==> src/hdl/fprint_pkg.sv <==
package fprint_pkg;

    // ************************************************************************
    // system dimensions
    // ************************************************************************

    localparam int NUM_CORES = 4;
    localparam int CORE_W    = 2;

    // core index on the shared bus
    typedef logic [CORE_W-1:0] core_id_t;

    // one request or grant bit per core
    typedef logic [NUM_CORES-1:0] grant_t;

    // store data word of a core
    typedef logic [31:0] data_t;

    // fingerprint value
    typedef logic [31:0] crc_t;

    // task key, 16 keys in all
    typedef logic [3:0] key_t;

    localparam int NUM_KEYS = 16;

    // segment write count and its programmed maximum
    typedef logic [15:0] count_t;

    // ************************************************************************
    // crc-32 constants
    // ************************************************************************

    // msb first, not reflected, no final inversion
    localparam crc_t CRC_POLY = 32'h04C1_1DB7;
    localparam crc_t CRC_INIT = 32'hFFFF_FFFF;

    // ************************************************************************
    // state machines
    // ************************************************************************

    typedef enum logic {
        IDLE,
        COMPARE
    } cmp_state_t;

    typedef enum logic {
        FREE,
        HELD
    } arb_state_t;

endpackage
==> src/hdl/multicore_fprint_top.sv <==
module multicore_fprint_top (
    input  logic                            fprint_window_2,
    input  logic                            rst,
    input  logic [fprint_pkg::NUM_CORES-1:0] wr_valid_i,
    input  fprint_pkg::data_t               wr_data_i [fprint_pkg::NUM_CORES],
    output logic [fprint_pkg::NUM_CORES-1:0] wr_ready_o,
    input  logic [fprint_pkg::NUM_CORES-1:0] ctl_enable_i,
    input  fprint_pkg::key_t                ctl_key_i [fprint_pkg::NUM_CORES],
    input  fprint_pkg::count_t              ctl_count_max_i [fprint_pkg::NUM_CORES],
    output logic                            result_valid_o,
    output fprint_pkg::key_t                result_key_o,
    output logic                            result_match_o
);
    import fprint_pkg::*;

    // per-core message channels into the arbiter
    grant_t   msg_valid;
    grant_t   msg_ready;
    key_t     msg_key [NUM_CORES];
    crc_t     msg_crc [NUM_CORES];

    // shared fingerprint bus
    logic     bus_valid;
    core_id_t bus_core;
    key_t     bus_key;
    crc_t     bus_crc;
    logic     bus_ready;

    // ************************************************************************
    // one fingerprint unit per core
    // ************************************************************************

    for (genvar c = 0; c < NUM_CORES; c++) begin : g_core
        crc_fingerprint u_fprint (
            .fprint_window_2 (fprint_window_2),
            .rst             (rst),
            .wr_valid_i      (wr_valid_i[c]),
            .wr_data_i       (wr_data_i[c]),
            .wr_ready_o      (wr_ready_o[c]),
            .ctl_enable_i    (ctl_enable_i[c]),
            .ctl_key_i       (ctl_key_i[c]),
            .ctl_count_max_i (ctl_count_max_i[c]),
            .msg_valid_o     (msg_valid[c]),
            .msg_key_o       (msg_key[c]),
            .msg_crc_o       (msg_crc[c]),
            .msg_ready_i     (msg_ready[c])
        );
    end

    // ************************************************************************
    // bus arbitration and comparison
    // ************************************************************************

    bus_arbiter u_arbiter (
        .fprint_window_2 (fprint_window_2),
        .rst             (rst),
        .req_valid_i     (msg_valid),
        .req_key_i       (msg_key),
        .req_crc_i       (msg_crc),
        .req_ready_o     (msg_ready),
        .bus_valid_o     (bus_valid),
        .bus_core_o      (bus_core),
        .bus_key_o       (bus_key),
        .bus_crc_o       (bus_crc),
        .bus_ready_i     (bus_ready)
    );

    fingerprint_comparator u_comparator (
        .fprint_window_2 (fprint_window_2),
        .rst             (rst),
        .bus_valid_i     (bus_valid),
        .bus_core_i      (bus_core),
        .bus_key_i       (bus_key),
        .bus_crc_i       (bus_crc),
        .bus_ready_o     (bus_ready),
        .result_valid_o  (result_valid_o),
        .result_key_o    (result_key_o),
        .result_match_o  (result_match_o)
    );

endmodule

==> src/hdl/fingerprint_comparator.sv <==
module fingerprint_comparator (
    input  logic                 fprint_window_2,
    input  logic                 rst,
    input  logic                 bus_valid_i,
    // source core of the message, not part of the result
    input  fprint_pkg::core_id_t bus_core_i,
    input  fprint_pkg::key_t     bus_key_i,
    input  fprint_pkg::crc_t     bus_crc_i,
    output logic                 bus_ready_o,
    output logic                 result_valid_o,
    output fprint_pkg::key_t     result_key_o,
    output logic                 result_match_o
);
    import fprint_pkg::*;

    cmp_state_t          state_q;
    key_t                in_key_q;
    crc_t                in_crc_q;
    logic [NUM_KEYS-1:0] slot_full_q;
    crc_t                slot_crc_q [NUM_KEYS];

    logic                bus_accept;
    logic                slot_hit;

    assign bus_ready_o = (state_q == IDLE);
    assign bus_accept  = bus_valid_i & bus_ready_o;

    // a full slot means this is the second fingerprint of the key
    assign slot_hit = slot_full_q[in_key_q];

    // result pulse during the compare cycle
    assign result_valid_o = (state_q == COMPARE) & slot_hit;
    assign result_key_o   = in_key_q;
    assign result_match_o = (slot_crc_q[in_key_q] == in_crc_q);

    // ************************************************************************
    // accept / compare sequencing and slot flags
    // ************************************************************************

    always_ff @(posedge fprint_window_2 or posedge rst) begin
        if (rst) begin
            state_q     <= IDLE;
            slot_full_q <= '0;
        end else begin
            case (state_q)
                IDLE: begin
                    if (bus_accept) begin
                        state_q <= COMPARE;
                    end
                end
                COMPARE: begin
                    // compared pair frees the slot, a first one fills it
                    slot_full_q[in_key_q] <= ~slot_hit;
                    state_q               <= IDLE;
                end
                default: begin
                    state_q <= IDLE;
                end
            endcase
        end
    end

    // message register and the stored first fingerprints
    always_ff @(posedge fprint_window_2) begin
        if (bus_accept) begin
            in_key_q <= bus_key_i;
            in_crc_q <= bus_crc_i;
        end
        if (state_q == COMPARE && !slot_hit) begin
            slot_crc_q[in_key_q] <= in_crc_q;
        end
    end

endmodule

==> src/hdl/bus_arbiter.sv <==
module bus_arbiter (
    input  logic                 fprint_window_2,
    input  logic                 rst,
    input  fprint_pkg::grant_t   req_valid_i,
    input  fprint_pkg::key_t     req_key_i [fprint_pkg::NUM_CORES],
    input  fprint_pkg::crc_t     req_crc_i [fprint_pkg::NUM_CORES],
    output fprint_pkg::grant_t   req_ready_o,
    output logic                 bus_valid_o,
    output fprint_pkg::core_id_t bus_core_o,
    output fprint_pkg::key_t     bus_key_o,
    output fprint_pkg::crc_t     bus_crc_o,
    input  logic                 bus_ready_i
);
    import fprint_pkg::*;

    arb_state_t state_q;
    grant_t     grant_q;
    core_id_t   owner_q;
    core_id_t   pick_idx;
    logic       bus_done;

    // lowest numbered requester wins
    always_comb begin
        pick_idx = '0;
        for (int i = NUM_CORES - 1; i >= 0; i--) begin
            if (req_valid_i[i]) begin
                pick_idx = core_id_t'(i);
            end
        end
    end

    // granted unit's payload onto the bus, stamped with its index
    assign bus_valid_o = |(req_valid_i & grant_q);
    assign bus_core_o  = owner_q;
    assign bus_key_o   = req_key_i[owner_q];
    assign bus_crc_o   = req_crc_i[owner_q];

    assign req_ready_o = grant_q & {NUM_CORES{bus_ready_i}};
    assign bus_done    = bus_valid_o & bus_ready_i;

    always_ff @(posedge fprint_window_2 or posedge rst) begin
        if (rst) begin
            state_q <= FREE;
            grant_q <= '0;
            owner_q <= '0;
        end else begin
            case (state_q)
                FREE: begin
                    if (|req_valid_i) begin
                        state_q <= HELD;
                        grant_q <= grant_t'(1) << pick_idx;
                        owner_q <= pick_idx;
                    end
                end
                HELD: begin
                    // grant held until the message is taken
                    if (bus_done) begin
                        state_q <= FREE;
                        grant_q <= '0;
                    end
                end
                default: begin
                    state_q <= FREE;
                    grant_q <= '0;
                end
            endcase
        end
    end

endmodule

==> src/hdl/crc_fingerprint.sv <==
module crc_fingerprint (
    input  logic               fprint_window_2,
    input  logic               rst,
    input  logic               wr_valid_i,
    input  fprint_pkg::data_t  wr_data_i,
    output logic               wr_ready_o,
    input  logic               ctl_enable_i,
    input  fprint_pkg::key_t   ctl_key_i,
    input  fprint_pkg::count_t ctl_count_max_i,
    output logic               msg_valid_o,
    output fprint_pkg::key_t   msg_key_o,
    output fprint_pkg::crc_t   msg_crc_o,
    input  logic               msg_ready_i
);
    import fprint_pkg::*;

    logic   en_q;
    key_t   key_q;
    count_t max_q;
    crc_t   crc_q;
    count_t count_q;
    logic   msg_valid_q;
    key_t   msg_key_q;

    logic   en_rise;
    logic   en_fall;
    logic   wr_accept;
    count_t count_inc;
    crc_t   crc_next;
    logic   close_by_count;
    logic   close_by_disable;
    logic   seg_close;
    logic   msg_done;

    // one full word through the crc, msb of the data first
    function automatic crc_t crc_step(input crc_t crc_in, input data_t data);
        crc_t crc;
        crc = crc_in;
        for (int i = $bits(data_t) - 1; i >= 0; i--) begin
            if (crc[$bits(crc_t)-1] ^ data[i]) begin
                crc = {crc[$bits(crc_t)-2:0], 1'b0} ^ CRC_POLY;
            end else begin
                crc = {crc[$bits(crc_t)-2:0], 1'b0};
            end
        end
        return crc;
    endfunction

    // enable edges, seen against last cycle's level
    assign en_rise = ctl_enable_i & ~en_q;
    assign en_fall = ~ctl_enable_i & en_q;

    // core is stalled while a fingerprint waits for the bus
    assign wr_ready_o = ~msg_valid_q;
    assign wr_accept  = wr_valid_i & wr_ready_o & en_q & ctl_enable_i;

    assign count_inc = count_q + count_t'(1);
    assign crc_next  = crc_step(crc_q, wr_data_i);

    // a zero maximum never matches, so only disable ends such a segment
    assign close_by_count   = wr_accept & (max_q != '0) & (count_inc == max_q);
    assign close_by_disable = en_fall & ~msg_valid_q & (count_q != '0);
    assign seg_close        = close_by_count | close_by_disable;

    assign msg_done = msg_valid_q & msg_ready_i;

    // ************************************************************************
    // segment control and crc accumulation
    // ************************************************************************

    always_ff @(posedge fprint_window_2 or posedge rst) begin
        if (rst) begin
            en_q        <= 1'b0;
            msg_valid_q <= 1'b0;
            crc_q       <= CRC_INIT;
            count_q     <= '0;
        end else begin
            en_q <= ctl_enable_i;
            if (msg_done) begin
                // message taken, next segment starts fresh
                msg_valid_q <= 1'b0;
                crc_q       <= CRC_INIT;
                count_q     <= '0;
            end else begin
                if (wr_accept) begin
                    crc_q   <= crc_next;
                    count_q <= count_inc;
                end
                if (seg_close) begin
                    msg_valid_q <= 1'b1;
                end
            end
        end
    end

    // task key and maximum, latched when the task starts
    always_ff @(posedge fprint_window_2) begin
        if (en_rise) begin
            key_q <= ctl_key_i;
            max_q <= ctl_count_max_i;
        end
        if (seg_close) begin
            msg_key_q <= key_q;
        end
    end

    // crc_q is frozen while the message is pending
    assign msg_valid_o = msg_valid_q;
    assign msg_key_o   = msg_key_q;
    assign msg_crc_o   = crc_q;

endmodule

==> config.mk <==
export PLATFORM = sky130hd
export DESIGN_NAME = multicore_fprint_top
export DESIGN_NICKNAME = d
export VERILOG_FILES = /design/src/hdl/fprint_pkg.sv /design/src/hdl/multicore_fprint_top.sv /design/src/hdl/fingerprint_comparator.sv /design/src/hdl/bus_arbiter.sv /design/src/hdl/crc_fingerprint.sv
export SDC_FILE = /design/constraint.sdc
export NUM_CORES = 2
export LEC_CHECK = 0
export ABC_AREA = 1
export BUFFER_PORTS_ARGS = -buffer_cell sky130_fd_sc_hd__buf_2
export CAP_MARGIN = 20
export CORE_ASPECT_RATIO = 0.5
export CORE_MARGIN = 1
export CORE_UTILIZATION = 55
export DETAILED_ROUTE_END_ITERATION = 7
export PLACE_DENSITY = 0.72
export SLEW_MARGIN = 30
export SYNTH_ARGS = -nofsm -noshare
export SYNTH_HDL_FRONTEND = slang
export SYNTH_HIERARCHICAL = 1
export SYNTH_SLANG_ARGS = --single-unit
==> constraint.sdc <==
create_clock -name fprint_window_2 -period 4.62 [get_ports fprint_window_2]
set_clock_uncertainty 0.15 [all_clocks]
set_input_delay 0.462 -clock fprint_window_2 [delete_from_list [all_inputs] [get_ports fprint_window_2]]
set_output_delay 0.462 -clock fprint_window_2 [all_outputs]
set_load 0.05 [all_outputs]
==> results.py <==
metrics = {
    "run_status": {
        "status": "complete, but fails checks",
        "violations": "DRC",
    },
    "floorplan": {
        "die_w_microns": 462,
        "row_count": 84,
        "ios": 228,
        "die_h_microns": 232,
        "design.core.area_sq_mm": 0.105,
        "initial_core_util_pct": 55.5,
        "die_area_sq_mm": 0.107,
    },
    "critical_path": {
        "r2r_slack_ps": 730,
        "reg2reg_to": "g_core[3].u_fprint/msg_crc_o[25]",
        "r2r_cells": 24,
        "critPathRequiredTime_ps": 4010,
        "path_class": "flip-flop to output pin",
        "cp-start-kind": "flip-flop",
        "crit_fanout": 149,
        "r2r_start": "g_core[3].u_fprint/msg_crc_o[23]",
        "cp.arrival_ps": 3760,
        "cp-end-kind": "output pin",
    },
    "global_routing": {
        "use_met2_pct": 53.1,
        "grt_pass1_vias": 47200,
        "grtUsageMet3_pct": 6.95,
        "grt_max_degree": 150,
        "grt_usage_pct": 34.2,
        "overflow": 0,
        "busiest_layer": "met2",
        "grt_pass1_wl_microns": 280000,
        "antenna_found_initial": 41,
        "grt_use_met1_pct": 46.9,
    },
    "sta": {
        "min_period_over_period_pct": 94.7,
        "tns_ps": 0,
        "rsz0062_at_grt": "no",
        "drv_slew": 0,
        "finalHoldViolCount": 0,
        "finalSetupViolCount": 0,
        "final.min_clock_period_ps": 4370,
        "max_freq_mhz": 229,
        "worstMarginPinSlew_ps": 1170,
        "maxSlewHeadroom_pct": 21.7,
    },
    "clock_tree": {
        "clk_latency_ps": 710,
        "h-tree-depth": 3,
        "ctsResizeCount": 0,
        "clock_sinks": 872,
        "cts_tree": "yes",
        "cts_made_buffers": 79,
        "path_clk_slew_ps": 70,
        "clockBufferDepth": 3,
        "root_buffer": "clkbuf_16",
    },
    "synthesis": {
        "yosysWarningCount": 6,
        "syn_inst": 7635,
        "synth_area_leaders": "edfxtp_1 33%, nand2_1 18%, nand3_1 8.1%",
        "async_flop_share_pct": 25.7,
        "synth_common_cells": "2819 x nand2_1, 939 x nand3_1, 731 x inv_1",
        "synthMostInstantiatedCell": "nand2_1",
        "ys_seq_area_share_pct": 43.2,
        "netlist_area_sq_mm": 0.0583,
        "synth_edf_count": 644,
        "synth.largest_area_cell": "edfxtp_1",
        "synth_top_area_share_pct": 33.2,
        "ys_types": 49,
        "ys_ff_latch": 872,
        "synth_ff_type": "edfxtp_1",
        "avgSynthCellArea_sq_um": 7.64,
        "syn_nets": 7861,
    },
    "job": {
        "cap_violations": 0,
    },
    "layout": {
        "layout-drive-gt1-share_pct": 15.9,
        "area_growth_pct": 10.9,
        "fin_nets": 8155,
    },
    "place": {
        "port-buffer-count": 227,
        "place.detailed.hpwl_microns": 135000,
        "gp_congestion": 1.05,
    },
    "worst_hold_path": {
        "worstHoldPathType": "input port to flip-flop",
        "min_to": "g_core[3].u_fprint/count_q[8]",
        "min_from": "wr_valid_i[3]",
        "hold-path-cell-count": 4,
    },
    "detailed_routing": {
        "wirelength_microns": 187000,
        "viasPerCell": 5.53,
        "drtIter0Drc": 5616,
        "vias": 52200,
        "drtAntennaViolNets": 0,
        "wl_per_cell_microns": 19.8,
        "first_pass_iters": 8,
        "drc": 20,
    },
}
-- per-layer routing --
| layer | vias to the layer above | share of wire (%) |
|---|---|---|
| met5 | - | 0.092 |
| met4 | 28 | 4.3 |
| met3 | 415 | 9.4 |
| met2 | 2284 | 44 |
| met1 | 24300 | 42 |
| li1 | 25200 | - |
-- through the flow --
step           setup WS, ps  util [%]  area, sq um  std cells  hold WS (ps)
2_1_floorplan           864         -        58300       7635           115
5_1_grt                4.30      61.5        64600       9431           205
6_report                247      61.5        64600       9436           179
3_5_place_dp            812      58.1        61100       9181           255
3_3_place_gp            808      58.1        61000       9181           254
4_1_cts                97.4      61.4        64500       9414           124
-- placed cells by master (no fill, tap or decap), types with 66 or more instances in the layout --
| master | instances |
|---|---|
| dlygate4sd3_1 | 85 |
| inv_1 | 723 |
| nand2_2 | 322 |
| xnor2_1 | 136 |
| xor2_1 | 344 |
| nor2_1 | 356 |
| inv_2 | 104 |
| o22ai_1 | 102 |
| buf_2 | 227 |
| nand3_1 | 939 |
| edfxtp_1 | 644 |
| nand3_2 | 79 |
| o21ai_0 | 159 |
| dfstp_2 | 128 |
| nand2_4 | 120 |
| clkbuf_16 | 81 |
| o21ai_1 | 66 |
| nand2_1 | 2818 |
| dfrtp_1 | 95 |
-- registers in the layout (all words and copies together) (netlist names), named ones only --
| signal | flops |
|---|---|
| g_core.u_fprint/count_q | 64 |
| g_core.u_fprint/en_q | 4 |
| g_core.u_fprint/key_q | 16 |
| g_core.u_fprint/max_q | 64 |
| g_core.u_fprint/msg_crc_o | 128 |
| g_core.u_fprint/msg_key_o | 16 |
| g_core.u_fprint/msg_valid_o | 4 |
| u_arbiter/bus_core_o | 2 |
| u_arbiter/grant_q | 4 |
| u_arbiter/state_q | 1 |
| u_comparator/in_crc_q | 32 |
| u_comparator/result_key_o | 4 |
| u_comparator/slot_crc_q | 512 |
| u_comparator/slot_full_q | 16 |
| u_comparator/state_q | 1 |
-- final cells by class --
cell class | count | area, sq um
tap | 1419 | 1780
multi-input combinational | 5747 | 29100
sequential | 872 | 25200
inverter | 851 | 3260
clock inverter | 39 | 448
clock buffer | 109 | 2180
fill | 9356 | 40500
timing repair buffer | 378 | 2640
antenna | 21 | 52.6
-- timing repair --
item	4_1_cts	5_1_grt
endpoints found under the setup margin	0	1
hold endpoints to repair	134	0
hold buffers	85	0
setup buffers	0	1
-- worst max-delay path, stage by stage, from the launching register on --
cell     delay [ps]
dfxtp_4         620
buf_12          500
nand2_1         120
nand2_1         100
nand2_1          50
nand3_1          90
nand3_1         110
nand3_1         120
nand2_1         130
nor2_1          140
nand2_1          60
nor2_1          190
nand2_1          70
nor2_1          240
buf_2           320
-- cell families (layout without fill, tap and decap cells) --
logic type / Yosys count / in the layout / synth area share (%)
simple gates: 4843 / 4843 / 38.0
buf+inv: 1016 / 1377 / 7.17
flops: 872 / 872 / 43.2
xor+xnor: 492 / 492 / 7.55
compound gates: 404 / 404 / 3.95
fa+ha+maj: 8 / 8 / 0.172
other cells: 0 / 21 / 0
-- how the worst max path moves through the flow --
stage / cells past startpoint / endpoint / from / slack [ps]
2_1_floorplan: 7 / u_comparator/slot_crc_q[10][0] / u_comparator/result_key_o[1] / 860
3_3_place_gp: 29 / g_core[2].u_fprint/msg_crc_o[12] / wr_data_i[58] / 810
3_5_place_dp: 28 / g_core[3].u_fprint/msg_crc_o[12] / wr_data_i[29] / 810
4_1_cts: 14 / result_match_o / flip-flop / 100
5_1_grt: 15 / result_match_o / flip-flop / 4
6_report: 14 / result_match_o / flip-flop / 250
Power is left out: the tool's default activity adds up to more than one toggle a clock period on the data nets, which glitch-free logic cannot reach.
